$ cat config.mk
export PLATFORM = sky130hd
export DESIGN_NAME = xc_firmware
export DESIGN_NICKNAME = d
export VERILOG_FILES = /design/src/logic/xc_pkg.sv /design/src/logic/xc_firmware.sv /design/src/logic/frame_tx.sv /design/src/logic/correlator.sv /design/src/logic/xc_regs.sv /design/src/logic/uart_tx.sv /design/src/logic/uart_rx.sv /design/src/logic/line_sampler.sv
export SDC_FILE = /design/constraint.sdc
export NUM_CORES = 1
export LEC_CHECK = 0
export BUFFER_PORTS_ARGS = -buffer_cell sky130_fd_sc_hd__buf_4
export CAP_MARGIN = 0
export CORE_MARGIN = 4
export CORE_UTILIZATION = 56
export DETAILED_ROUTE_END_ITERATION = 12
export GPL_TIMING_DRIVEN = 0
export MAX_ROUTING_LAYER = met4
export PLACE_DENSITY_LB_ADDON = 0.25
export SLEW_MARGIN = 20
export SYNTH_ARGS = -nofsm -noshare
export SYNTH_HDL_FRONTEND = slang
export SYNTH_HIERARCHICAL = 1
export SYNTH_SLANG_ARGS = --single-unit
export TNS_END_PERCENT = 100
$ cat constraint.sdc
create_clock -name clki -period 12.33 [get_ports clki]
set_input_delay 0.6165 -clock clki [delete_from_list [all_inputs] [get_ports clki]]
set_output_delay 0.6165 -clock clki [all_outputs]
set_load 0.01 [all_outputs]
$ cat src/logic/xc_pkg.sv
// Count, byte and length types, host command codes, frame header and pair count helper.
package xc_pkg;

    // Width of one correlation count.
    localparam int COUNT_W = 16;

    // One correlation count, saturating at its maximum.
    typedef logic [COUNT_W-1:0] count_t;

    // One UART byte.
    typedef logic [7:0] byte_t;

    // Integration length in units of 256 clock cycles.
    typedef logic [7:0] len_t;

    // Host command: the next byte is the new length.
    localparam byte_t CMD_LEN = 8'h4C;

    // Host command: start one capture.
    localparam byte_t CMD_START = 8'h53;

    // First byte of every result frame.
    localparam byte_t FRAME_HEADER = 8'h58;

    // Integration length after reset.
    localparam len_t LEN_DEFAULT = 8'd4;

    // Number of distinct line pairs (i, j) with i < j.
    function automatic int pair_count(input int lines);
        return lines * (lines - 1) / 2;
    endfunction

endpackage
$ cat src/logic/xc_firmware.sv
// Cross-correlator top level joining sampler, command registers, correlator, framer and UART.
`timescale 1ns/1ps

module xc_firmware #(
    parameter int NUM_LINES     = 4,
    parameter int CLK_FREQUENCY = 10000000,
    parameter int BAUD_RATE     = 57600,
    parameter int CLKS_PER_BIT  = CLK_FREQUENCY / BAUD_RATE
) (
    input  logic                 clki,
    input  logic                 rst,
    input  logic                 rx,
    output logic                 tx,
    input  logic [NUM_LINES-1:0] line_in,
    output logic [NUM_LINES-1:0] line_out
);

    import xc_pkg::*;

    localparam int NUM_COUNTS = NUM_LINES + pair_count(NUM_LINES);

    logic [NUM_LINES-1:0]               pulse;
    byte_t                              rx_data;
    logic                               rx_valid;
    len_t                               integ_len;
    logic                               capture;
    logic                               busy;
    logic                               done;
    logic [NUM_COUNTS*$bits(count_t)-1:0] counts;
    byte_t                              tx_data;
    logic                               tx_start;
    logic                               tx_busy;

    // Photon pulse front end.
    line_sampler #(.NUM_LINES(NUM_LINES)) u_sampler (
        .clki(clki), .rst(rst), .line_in(line_in), .pulse(pulse)
    );

    // Host commands in.
    uart_rx #(.CLKS_PER_BIT(CLKS_PER_BIT)) u_rx (
        .clki(clki), .rst(rst), .rx(rx), .rx_data(rx_data), .rx_valid(rx_valid)
    );

    xc_regs u_regs (
        .clki(clki), .rst(rst), .rx_data(rx_data), .rx_valid(rx_valid),
        .busy(busy), .integ_len(integ_len), .capture(capture)
    );

    correlator #(.NUM_LINES(NUM_LINES)) u_corr (
        .clki(clki), .rst(rst), .pulse(pulse), .capture(capture),
        .integ_len(integ_len), .busy(busy), .done(done), .counts(counts),
        .line_out(line_out)
    );

    // Results out.
    frame_tx #(.NUM_LINES(NUM_LINES)) u_framer (
        .clki(clki), .rst(rst), .done(done), .counts(counts),
        .tx_busy(tx_busy), .tx_data(tx_data), .tx_start(tx_start)
    );

    uart_tx #(.CLKS_PER_BIT(CLKS_PER_BIT)) u_tx (
        .clki(clki), .rst(rst), .tx_data(tx_data), .tx_start(tx_start),
        .tx(tx), .tx_busy(tx_busy)
    );

endmodule

$ cat src/logic/frame_tx.sv
// Result framer that sends header and big-endian counts to the UART transmitter.
`timescale 1ns/1ps

module frame_tx #(
    parameter int  NUM_LINES  = 4,
    localparam int NUM_COUNTS = NUM_LINES + xc_pkg::pair_count(NUM_LINES)
) (
    input  logic                                          clki,
    input  logic                                          rst,
    input  logic                                          done,
    input  logic [NUM_COUNTS*$bits(xc_pkg::count_t)-1:0] counts,
    input  logic                                          tx_busy,
    output xc_pkg::byte_t                                 tx_data,
    output logic                                          tx_start
);

    import xc_pkg::*;

    // Header plus two bytes per count.
    localparam int FRAME_BYTES = 1 + 2 * NUM_COUNTS;
    localparam int IDX_W       = $clog2(FRAME_BYTES);

    typedef enum logic [1:0] {
        FR_IDLE,
        FR_LOAD,
        FR_SEND,
        FR_WAIT
    } fr_state_t;

    fr_state_t                              state;
    logic [IDX_W-1:0]                       idx;
    // Byte offset past the header.
    logic [IDX_W-1:0]                       ofs;
    // Bit position of the byte, entry * 16 plus 8 for the high byte.
    logic [IDX_W+2:0]                       pos;
    logic [NUM_COUNTS*$bits(count_t)-1:0]   snap;

    assign ofs      = idx - 1'b1;
    assign pos      = {ofs[IDX_W-1:1], ~ofs[0], 3'b000};
    assign tx_start = (state == FR_SEND);

    always_ff @(posedge clki) begin
        if (rst) begin
            state <= FR_IDLE;
            idx   <= '0;
        end else begin
            case (state)
                FR_IDLE: begin
                    idx <= '0;
                    // A done strobe is only seen here, so one during a frame is lost.
                    if (done) begin
                        state <= FR_LOAD;
                    end
                end
                FR_LOAD: state <= FR_SEND;
                FR_SEND: state <= FR_WAIT;
                FR_WAIT: begin
                    // Transmitter back-pressure.
                    if (!tx_busy) begin
                        if (idx == IDX_W'(FRAME_BYTES - 1)) begin
                            state <= FR_IDLE;
                        end else begin
                            idx   <= idx + 1'b1;
                            state <= FR_LOAD;
                        end
                    end
                end
                default: state <= FR_IDLE;
            endcase
        end
    end

    // Counts are frozen for the whole frame.
    always_ff @(posedge clki) begin
        if (state == FR_IDLE && done) begin
            snap <= counts;
        end
        if (state == FR_LOAD) begin
            tx_data <= (idx == '0) ? FRAME_HEADER : snap[pos +: 8];
        end
    end

endmodule

$ cat src/logic/correlator.sv
// Integration timer, auto and cross coincidence counters, and line activity flags.
`timescale 1ns/1ps

module correlator #(
    parameter int  NUM_LINES  = 4,
    localparam int NUM_COUNTS = NUM_LINES + xc_pkg::pair_count(NUM_LINES)
) (
    input  logic                                          clki,
    input  logic                                          rst,
    input  logic [NUM_LINES-1:0]                          pulse,
    input  logic                                          capture,
    input  xc_pkg::len_t                                  integ_len,
    output logic                                          busy,
    output logic                                          done,
    output logic [NUM_COUNTS*$bits(xc_pkg::count_t)-1:0] counts,
    output logic [NUM_LINES-1:0]                          line_out
);

    import xc_pkg::*;

    localparam int CW      = $bits(count_t);
    localparam int TIMER_W = $bits(len_t) + 8;

    logic [TIMER_W-1:0]    timer;
    // Last cycle of the window, fixed at capture.
    logic [TIMER_W-1:0]    win_last;
    // Increment request per counter, autos then pairs.
    logic [NUM_COUNTS-1:0] inc;

    // Window of integ_len * 256 cycles.
    // A length of zero wraps to the longest window.
    always_ff @(posedge clki) begin
        if (capture) begin
            win_last <= {len_t'(integ_len - 1'b1), 8'hff};
        end
    end

    always_ff @(posedge clki) begin
        if (rst) begin
            busy  <= 1'b0;
            done  <= 1'b0;
            timer <= '0;
        end else begin
            done <= 1'b0;
            if (capture) begin
                busy  <= 1'b1;
                timer <= '0;
            end else if (busy) begin
                timer <= timer + 1'b1;
                if (timer == win_last) begin
                    busy <= 1'b0;
                    done <= 1'b1;
                end
            end
        end
    end

    // Auto terms are the line pulses themselves.
    // Cross terms need both pulses in the same cycle.
    for (genvar i = 0; i < NUM_LINES; i++) begin : g_auto
        assign inc[i] = pulse[i];
        for (genvar j = i + 1; j < NUM_LINES; j++) begin : g_cross
            // Pairs ordered (0,1), (0,2) ... (N-2,N-1).
            localparam int P = NUM_LINES + i * NUM_LINES - i * (i + 1) / 2 + (j - i - 1);
            assign inc[P] = pulse[i] & pulse[j];
        end
    end

    // One saturating counter per entry.
    for (genvar k = 0; k < NUM_COUNTS; k++) begin : g_cnt
        count_t cnt;

        always_ff @(posedge clki) begin
            if (capture) begin
                cnt <= '0;
            end else if (busy && inc[k] && cnt != '1) begin
                cnt <= cnt + 1'b1;
            end
        end

        assign counts[k*CW +: CW] = cnt;
    end

    // Flag goes up on the first pulse of a line and stays until the next capture.
    always_ff @(posedge clki) begin
        if (rst || capture) begin
            line_out <= '0;
        end else if (busy) begin
            line_out <= line_out | pulse;
        end
    end

endmodule

$ cat src/logic/xc_regs.sv
// Host command decoder with integration length register and capture strobe.
`timescale 1ns/1ps

module xc_regs (
    input  logic          clki,
    input  logic          rst,
    input  xc_pkg::byte_t rx_data,
    input  logic          rx_valid,
    input  logic          busy,
    output xc_pkg::len_t  integ_len,
    output logic          capture
);

    import xc_pkg::*;

    // Waiting for a command, or for the length argument.
    typedef enum logic {
        DEC_CMD,
        DEC_LEN
    } dec_state_t;

    dec_state_t state;

    always_ff @(posedge clki) begin
        if (rst) begin
            state     <= DEC_CMD;
            integ_len <= LEN_DEFAULT;
            capture   <= 1'b0;
        end else begin
            capture <= 1'b0;
            if (rx_valid) begin
                case (state)
                    DEC_CMD: begin
                        // Start is refused while a window runs.
                        if (rx_data == CMD_START) begin
                            capture <= !busy;
                        end else if (rx_data == CMD_LEN) begin
                            state <= DEC_LEN;
                        end
                        // Anything else is ignored
                    end
                    DEC_LEN: begin
                        // Argument byte is taken as is.
                        integ_len <= rx_data;
                        state     <= DEC_CMD;
                    end
                    default: state <= DEC_CMD;
                endcase
            end
        end
    end

endmodule

$ cat src/logic/uart_tx.sv
// 8N1 UART transmitter with start strobe and busy level.
`timescale 1ns/1ps

module uart_tx #(
    parameter int CLKS_PER_BIT = 16
) (
    input  logic          clki,
    input  logic          rst,
    input  xc_pkg::byte_t tx_data,
    input  logic          tx_start,
    output logic          tx,
    output logic          tx_busy
);

    import xc_pkg::*;

    localparam int CNT_W = $clog2(CLKS_PER_BIT + 1);

    typedef enum logic [1:0] {
        TX_IDLE,
        TX_START,
        TX_DATA,
        TX_STOP
    } tx_state_t;

    tx_state_t        state;
    byte_t            shreg;
    logic [CNT_W-1:0] timer;
    logic [2:0]       bit_idx;
    logic             bit_end;

    assign bit_end = (timer == CNT_W'(CLKS_PER_BIT - 1));
    assign tx_busy = (state != TX_IDLE);

    always_ff @(posedge clki) begin
        if (rst) begin
            state   <= TX_IDLE;
            timer   <= '0;
            bit_idx <= '0;
            tx      <= 1'b1;
        end else begin
            timer <= bit_end ? '0 : timer + 1'b1;
            case (state)
                TX_IDLE: begin
                    timer   <= '0;
                    bit_idx <= '0;
                    if (tx_start) begin
                        // Start bit.
                        tx    <= 1'b0;
                        state <= TX_START;
                    end
                end
                TX_START: begin
                    if (bit_end) begin
                        tx    <= shreg[0];
                        state <= TX_DATA;
                    end
                end
                TX_DATA: begin
                    if (bit_end) begin
                        bit_idx <= bit_idx + 1'b1;
                        if (bit_idx == 3'd7) begin
                            // Stop bit.
                            tx    <= 1'b1;
                            state <= TX_STOP;
                        end else begin
                            tx <= shreg[1];
                        end
                    end
                end
                TX_STOP: begin
                    if (bit_end) begin
                        state <= TX_IDLE;
                    end
                end
                default: state <= TX_IDLE;
            endcase
        end
    end

    // Byte is taken at the start strobe and shifted out LSB first.
    always_ff @(posedge clki) begin
        if (state == TX_IDLE && tx_start) begin
            shreg <= tx_data;
        end else if (state == TX_DATA && bit_end) begin
            shreg <= {1'b0, shreg[7:1]};
        end
    end

endmodule

$ cat src/logic/uart_rx.sv
// 8N1 UART receiver with a one-cycle byte strobe.
`timescale 1ns/1ps

module uart_rx #(
    parameter int CLKS_PER_BIT = 16
) (
    input  logic          clki,
    input  logic          rst,
    input  logic          rx,
    output xc_pkg::byte_t rx_data,
    output logic          rx_valid
);

    localparam int CNT_W = $clog2(CLKS_PER_BIT + 1);

    typedef enum logic [1:0] {
        RX_IDLE,
        RX_START,
        RX_DATA,
        RX_STOP
    } rx_state_t;

    rx_state_t        state;
    logic             rx_meta;
    logic             rx_sync;
    logic [CNT_W-1:0] timer;
    logic [2:0]       bit_idx;
    logic             half_end;
    logic             bit_end;

    // Middle of the start bit.
    assign half_end = (timer == CNT_W'(CLKS_PER_BIT / 2 - 1));
    // Middle of a data or stop bit.
    assign bit_end  = (timer == CNT_W'(CLKS_PER_BIT - 1));

    // Idle line is high.
    always_ff @(posedge clki) begin
        if (rst) begin
            rx_meta <= 1'b1;
            rx_sync <= 1'b1;
        end else begin
            rx_meta <= rx;
            rx_sync <= rx_meta;
        end
    end

    always_ff @(posedge clki) begin
        if (rst) begin
            state    <= RX_IDLE;
            timer    <= '0;
            bit_idx  <= '0;
            rx_valid <= 1'b0;
        end else begin
            rx_valid <= 1'b0;
            timer    <= timer + 1'b1;
            case (state)
                RX_IDLE: begin
                    timer   <= '0;
                    bit_idx <= '0;
                    // Falling edge marks the start bit.
                    if (!rx_sync) begin
                        state <= RX_START;
                    end
                end
                RX_START: begin
                    if (half_end) begin
                        timer <= '0;
                        // Glitch shorter than half a bit is dropped.
                        state <= rx_sync ? RX_IDLE : RX_DATA;
                    end
                end
                RX_DATA: begin
                    if (bit_end) begin
                        timer   <= '0;
                        bit_idx <= bit_idx + 1'b1;
                        if (bit_idx == 3'd7) begin
                            state <= RX_STOP;
                        end
                    end
                end
                RX_STOP: begin
                    if (bit_end) begin
                        // Framing error, no strobe.
                        rx_valid <= rx_sync;
                        state    <= RX_IDLE;
                    end
                end
                default: state <= RX_IDLE;
            endcase
        end
    end

    // LSB arrives first, so shift in from the top.
    always_ff @(posedge clki) begin
        if (state == RX_DATA && bit_end) begin
            rx_data <= {rx_sync, rx_data[7:1]};
        end
    end

endmodule

$ cat src/logic/line_sampler.sv
// Input line synchronizers and rising-edge pulse detection.
`timescale 1ns/1ps

module line_sampler #(
    parameter int NUM_LINES = 4
) (
    input  logic                 clki,
    input  logic                 rst,
    input  logic [NUM_LINES-1:0] line_in,
    output logic [NUM_LINES-1:0] pulse
);

    // First synchronizer stage, may go metastable.
    logic [NUM_LINES-1:0] meta;
    // Second stage, safe to use in the clock domain.
    logic [NUM_LINES-1:0] sync;
    // Previous synchronized value for edge detection.
    logic [NUM_LINES-1:0] prev;

    // Edge on line_in shows on pulse three cycles later.
    always_ff @(posedge clki) begin
        if (rst) begin
            meta  <= '0;
            sync  <= '0;
            prev  <= '0;
            pulse <= '0;
        end else begin
            meta  <= line_in;
            sync  <= meta;
            prev  <= sync;
            // One-cycle strobe where the line rose.
            pulse <= sync & ~prev;
        end
    end

endmodule

# Yosys cells after proc, flatten, opt, wreduce, memory -nomap -nowiden

Index checks and enable logic that the tools add are counted.

$add $sub $neg: 18
Multipliers: 0
Divide/modulo/power cells: 0
Magnitude comparators: 0
Eq/ne operators: 41
Shift-type cells: 1
Mux-type cells: 41
Bitwise logic cells: 16
Reductions and logical operators: 49

Operators by type and width:

| kind                                                                  | number |
|---|---|
| 16-bit by 1-bit adder with 16-bit output, second input constant       | 11 |
| 16-bit != test, second input constant                                 | 10 |
| 160-bit by 9-bit indexed part select with 8-bit output                | 1 |
| 8-bit two-way mux                                                     | 4 |
| 2-bit two-way mux                                                     | 13 |
| 8-bit by 7-bit equality test with 1-bit output, second input constant | 3 |
| 1-bit logical AND                                                     | 24 |
| 2-bit case mux with 4 select lines                                    | 3 |
| 8-bit case mux with 3 select lines                                    | 1 |
| 2-bit by 1-bit != test with 1-bit output, second input constant       | 9 |
| 8-bit by 1-bit adder with 8-bit output, second input constant         | 2 |
| 16-bit equality test                                                  | 1 |
| 8-bit equality test, second input constant                            | 2 |
| 2-bit equality test, second input constant                            | 6 |
| 3-bit case mux with 2 select lines                                    | 2 |
| 1-bit two-way mux                                                     | 11 |
| 5-bit two-way mux                                                     | 2 |
| 5-bit case mux with 2 select lines                                    | 1 |
| 5-bit AND reduction                                                   | 2 |
| 2-bit nonzero test                                                    | 5 |
| 3-bit OR reduction                                                    | 3 |
| 2-bit != test, second input constant                                  | 4 |
| 2-bit AND reduction                                                   | 4 |
| 8-bit by 1-bit subtractor with 8-bit output, second input constant    | 1 |
| other kinds (23)                                                      | 41 |

Bits in registers: 437
Latch bits: 0
Bits in writable memories: 0
ROM bits: 0
Input bits: 7
Output and inout port bits: 5
Word-level logic and storage cells: 204
Memories kept: 0

# Longest topological paths before layout

Depth after elaboration: 4
Mapped depth: 11
Depth with buffers taken out: 7

# By module

The synthesis kept the hierarchy.

By module, submodules not included:

| module       | times used | cells an instance | area an instance (um2) | seq. area each (um2) |
|---|---|---|---|---|
| correlator   | 1          | 1063              | 9116.2                 | 3883.7 |
| frame_tx     | 1          | 344               | 7036.7                 | 5185.0 |
| uart_tx      | 1          | 104               | 1091.0                 | 520.5 |
| uart_rx      | 1          | 91                | 1036.0                 | 560.5 |
| line_sampler | 1          | 33                | 461.7                  | 320.3 |
| xc_regs      | 1          | 45                | 402.9                  | 200.2 |

# Worst setup path after synthesis

No wires, ideal clock.

Path type: flip-flop to flip-flop
Start: register u_framer.state[0]
End: register u_framer.snap[0] (enable)
Library setup time: 0.539 ns
Arrival time: 4.267 ns
Data required time: 11.791 ns
Slack: 7.525 ns
Stages on the path, launching flop included: 4
Path buffers: 0
Clock period less this slack: 4.805 ns
Cells stage by stage: dfxtp_1 inv_1 ha_1 and2_1

Longest elaborated chain between the ends: 2

Ends and longest elaborated chain:

| item                   | RTL line       | text |
|---|---|---|
| start, declared        | frame_tx.sv:30 | `fr_state_t state;` |
| start signal, assigned | frame_tx.sv:44 | `state <= FR_IDLE;` |
| start signal, assigned | frame_tx.sv:52 | `state <= FR_LOAD;` |
| start signal, assigned | frame_tx.sv:55 | `FR_LOAD: state <= FR_SEND;` |
| 2-bit logical NOT      | frame_tx.sv:75 | `if (state == FR_IDLE && done) begin` |
| 1-bit logical AND      | frame_tx.sv:75 |  |
| end signal, assigned   | frame_tx.sv:76 | `snap <= counts;` |
| end, declared          | frame_tx.sv:36 | `logic [NUM_COUNTS*$bits(count_t)-1:0] snap;` |

Every way passes these cells.
A chain may end at the register's enable or synchronous reset.

# Final worst setup path

Start: register u_framer.idx[0]
End: register u_framer.tx_data[1] (data pin)

Longest elaborated chain between the ends: 3
Elaborated cells on any way between the ends: 4

Ends and longest elaborated chain:

| item                                                   | RTL line       | text |
|---|---|---|
| start, declared                                        | frame_tx.sv:31 | `logic [IDX_W-1:0] idx;` |
| start signal, assigned                                 | frame_tx.sv:63 | `idx <= idx + 1'b1;` |
| 5-bit by 1-bit subtractor with 5-bit output            | frame_tx.sv:38 | `assign ofs = idx - 1'b1;` |
| 1-bit NOT                                              | frame_tx.sv:39 | `assign pos = {ofs[IDX_W-1:1], ~ofs[0], 3'b000};` |
| 160-bit by 9-bit indexed part select with 8-bit output | frame_tx.sv:79 | `tx_data <= (idx == '0) ? FRAME_HEADER : snap[pos +: 8];` |
| end signal, assigned                                   | frame_tx.sv:79 |  |
| end, declared                                          | frame_tx.sv:13 | `output xc_pkg::byte_t tx_data,` |

Several ways; a longest one is shown, not always the timed one.

==> implementation parameters <==
Parameter                              Value

Run status
  Outcome ... finished clean

Timing
  Clock period minus worst slack ... 3.505 ns
  Worst-margin pin slew ... 1.042 ns
  Setup TNS ... 0 ns
  Final worst hold slack ... 0.2406 ns
  Setup violators final ... 0
  Hold Violations, Final ... 0
  Slew Viols, Final ... 0
  Max-slew headroom ... 0.2989
  RSZ-0062 raised after global routing ... false
  Maximum clock rate ... 285.3 MHz
  Post-route clock period utilization ... 0.2842
  Final Skew ... 0.01677 ns

Critical path
  Worst R2R Start ... u_framer/idx[0]$_SDFFE_PP0P_
  Sum of buffers and inverters on the critical path ... 6
  Required time of the critical path ... 12.61 ns
  Critical path cell sequence ... buf_6 -> buf_12 -> buf_6 -> inv_1 -> ha_1 -> buf_2 -> buf_2 -> mux4_2 -> mux2i_1 -> o211ai_1
  CP Depth ... 10
  Critical Path End Type ... flip-flop
  Worst setup path start ... u_framer/idx[0]$_SDFFE_PP0P_
  Reg2reg path depth ... 10
  Worst Path Arrival ... 3.78 ns
  Top fanout value on the critical path ... 10
  Critical path start-end classification ... flip-flop to flip-flop
  Startpoint types ... flip-flop
  Cell type of the slowest stage on the worst timing path ... sky130_fd_sc_hd__ha_1
  Maximum single-stage delay on the critical path ... 0.48 ns
  CP top delay family ... buffers and inverters

Logic synthesis
  Sequential area share after synthesis ... 0.5573
  Synthesis warning total ... 6
  Synth Instances ... 1680
  Nets in the synthesized netlist ... 1720
  Post-Synthesis Cell Area ... 19140 um2
  Count of flip-flops with a built-in enable after synthesis ... 192
  Synth unique cells ... 87
  Synth Flop Type ... sky130_fd_sc_hd__dfxtp_1
  Count of state elements after synthesis ... 437
  Post-synthesis average cell area ... 11.40 um2
  FFs w/ async S/R, synth ... 0

Worst hold path
  Path type of the worst min-delay path ... primary input to flip-flop
  Hold Crit Start ... rx
  Hold path cells ... 2

Floorplanning
  Die H ... 192.9 um
  Width of the die ... 192.9 um
  CORE AREA ... 33620 um2
  Starting utilization of the core area ... 0.5695
  Die Footprint ... 37210 um2
  Top-level port count ... 12
  Num rows ... 67

Power and ir drop
  Static power due to leakage ... 7.150 nW
  VDD IR max ... 0.0001171 V
  Final Total Pwr ... 2.892 mW
  Power density normalized to cell area ... 135.7 nW/um2

Place
  Port Buffer Count ... 11
  Gp weighted congestion ... 0.9044
  DP Cell Count ... 2142
  HPWL after detailed placement ... 28820 um

Clock tree
  CTS root buf ... sky130_fd_sc_hd__clkbuf_16
  Clock Pin Slew Worst Setup and Hold Paths ... 0.06 ns
  Buffer levels on the longest clock path ... 3
  Post-CTS setup buffer count ... 0
  Max H-tree Level ... 2
  Clock latency on the worst-skew pair ... 0.56 ns
  Clock Sinks ... 437
  Post-cts gate resize count ... 0
  TritonCTS clock tree ... yes
  CTS hold repair buffers ... 0
  Number of clock buffers inserted by TritonCTS ... 46

Global route
  GRT Total Usage ... 0.2325
  Aggregate global routing overflow ... 0
  Maximum number of pins on one net before global-route repair ... 60
  Via count of the first global-routing pass ... 12537
  First-pass GRT wire length ... 66610 um
  Number of antenna violations at the first check in global routing ... 3

Routing
  Starting DRC count in detailed routing ... 1106
  Via-to-Cell Ratio ... 5.947
  DRC Markers ... 0
  Post-DRT Antenna Nets ... 0
  Pre-Repair DR Iteration Count ... 6
  DRT Wirelength ... 41630 um
  Via count ... 13262
  Routed WL per cell ... 18.67 um

Final layout
  Post-layout instance count excluding filler cells ... 2230
  # nets final ... 1782
  Area growth from synthesis to layout ... 11.29%
  Final core occ ... 0.6338
  Fraction of final layout cells with drive strength greater than 1 ... 0.1051

Flow run
  Max-capacitance violation count ... 0
[area by class of cell]
class / count / area, um2
clock buffers: 62 / 1241
multi-input cells: 1142 / 7991
plain buffers: 59 / 327.8
diodes: 2 / 5.005
inverters: 42 / 157.7
fillers: 2607 / 12310
well taps: 448 / 560.5
repair buffers: 14 / 157.7
clock inverters: 24 / 195.2
flip-flops and latches: 437 / 10670
[where the power goes]
| part | internal (mW) | switching, mW |
|---|---|---|
| sequential | 1.51 | 0.00774 |
| clock | 0.753 | 0.554 |
| combinational | 0.0256 | 0.0413 |
| total | 2.29 | 0.603 |
[metrics by stage]
step / worst slack [ns] / area [um2]
finish: 8.825 / 21310
global route: 8.720 / 21310
CTS: 8.842 / 21300
detailed placement: 8.848 / 19870
global placement: 6.106 / 19790
floorplan: 7.525 / 19140
[logic make-up after synthesis]
kind of cell | count (synthesis) | synth area share
flops | 437 | 0.5573
mux | 72 | 0.06679
fa+ha+maj | 33 | 0.02157
compound gates | 179 | 0.06418
buf+inv | 101 | 0.02536
simple gates | 711 | 0.1975
xor+xnor | 147 | 0.06725
[Yosys cell counts, types with 17 or more instances]
cell type / n / area [um2]
sky130_fd_sc_hd__clkbuf_1: 29 / 108.9
sky130_fd_sc_hd__xor2_1: 70 / 613.1
sky130_fd_sc_hd__dfxtp_1: 245 / 4905
sky130_fd_sc_hd__nor3_1: 53 / 265.3
sky130_fd_sc_hd__ha_1: 33 / 412.9
sky130_fd_sc_hd__mux2i_1: 25 / 250.2
sky130_fd_sc_hd__o21ai_0: 38 / 190.2
sky130_fd_sc_hd__xnor2_1: 77 / 674.4
sky130_fd_sc_hd__nor4_1: 17 / 106.4
sky130_fd_sc_hd__and3_1: 40 / 250.2
sky130_fd_sc_hd__nand3_1: 89 / 445.4
sky130_fd_sc_hd__nor2_1: 212 / 795.8
sky130_fd_sc_hd__nand2_1: 84 / 315.3
sky130_fd_sc_hd__inv_1: 42 / 157.7
sky130_fd_sc_hd__nand4_1: 78 / 488.0
sky130_fd_sc_hd__mux4_2: 27 / 608.1
sky130_fd_sc_hd__edfxtp_1: 192 / 5766
sky130_fd_sc_hd__a21oi_1: 44 / 220.2
[worst register-to-register path: cells and delay by family, from the launching register on]
family	cells	cell delay (ns)
adders and majority gates	1	0.48
AOI/OAI and AO/OA	1	0.16
DFF	1	0.38
buffers and inverters	6	1.44
muxes	2	0.76
[registers in the layout, summed over array words and instances (netlist names), 4 cells and up, named ones only]
name / cells
u_framer/snap: 160
u_corr/timer: 16
u_corr/line_out: 4
u_sampler/meta: 4
u_sampler/pulse: 4
u_corr/win_last: 8
u_tx/timer: 8
u_tx/shreg: 8
u_sampler/sync: 4
u_corr/g_cnt.cnt: 160
u_framer/idx: 5
u_rx/timer: 8
u_regs/integ_len: 8
u_framer/tx_data: 8
u_sampler/prev: 4
u_rx/rx_data: 8
[routing by layer]
| layer | routed length, um | share of wire | vias to the layer above | GRT usage |
|---|---|---|---|---|
| met5 | 0 | 0 | - | - |
| met4 | 1253 | 0.030 | 0 | 0.07489 |
| met3 | 2760 | 0.066 | 85 | 0.03455 |
| met2 | 19370 | 0.47 | 440 | 0.3612 |
| met1 | 18250 | 0.44 | 6380 | 0.3185 |
| li1 | - | - | 6357 | - |
[layout by cell type (no fill, tap or decap), drive strengths merged, types with 12 or more instances in the layout]
cell type and count:
xnor2 77, nand2 87, ha 33, nor4b 12, a211oi 12, or3 16, nor2 212, a31oi 13
xor2 70, and3 41, mux4 40, nand3 90, dfxtp 245, clkinv 16, and2 16, a21oi 45
nor2b 13, mux2i 25, inv 44, clkbuf 93, nand4 80, or2 13, and4 16, buf 42
nor3 53, edfxtp 192, o21ai 41, nor4 19
[path summary, 6_finish.rpt]
check / to / slack [ns]
setup / recovery: u_framer/tx_data[1]$_SDFFCE_PN0N_ / 8.83
hold / removal: u_rx/rx_meta$_SDFF_PP1_ / 0.24
setup reg to reg: u_framer/tx_data[1]$_SDFFCE_PN0N_ / 8.83
hold reg to reg: u_sampler/pulse[1]$_SDFF_PP0_ / 0.40
Note: power is estimated with default switching activity, not from simulation.
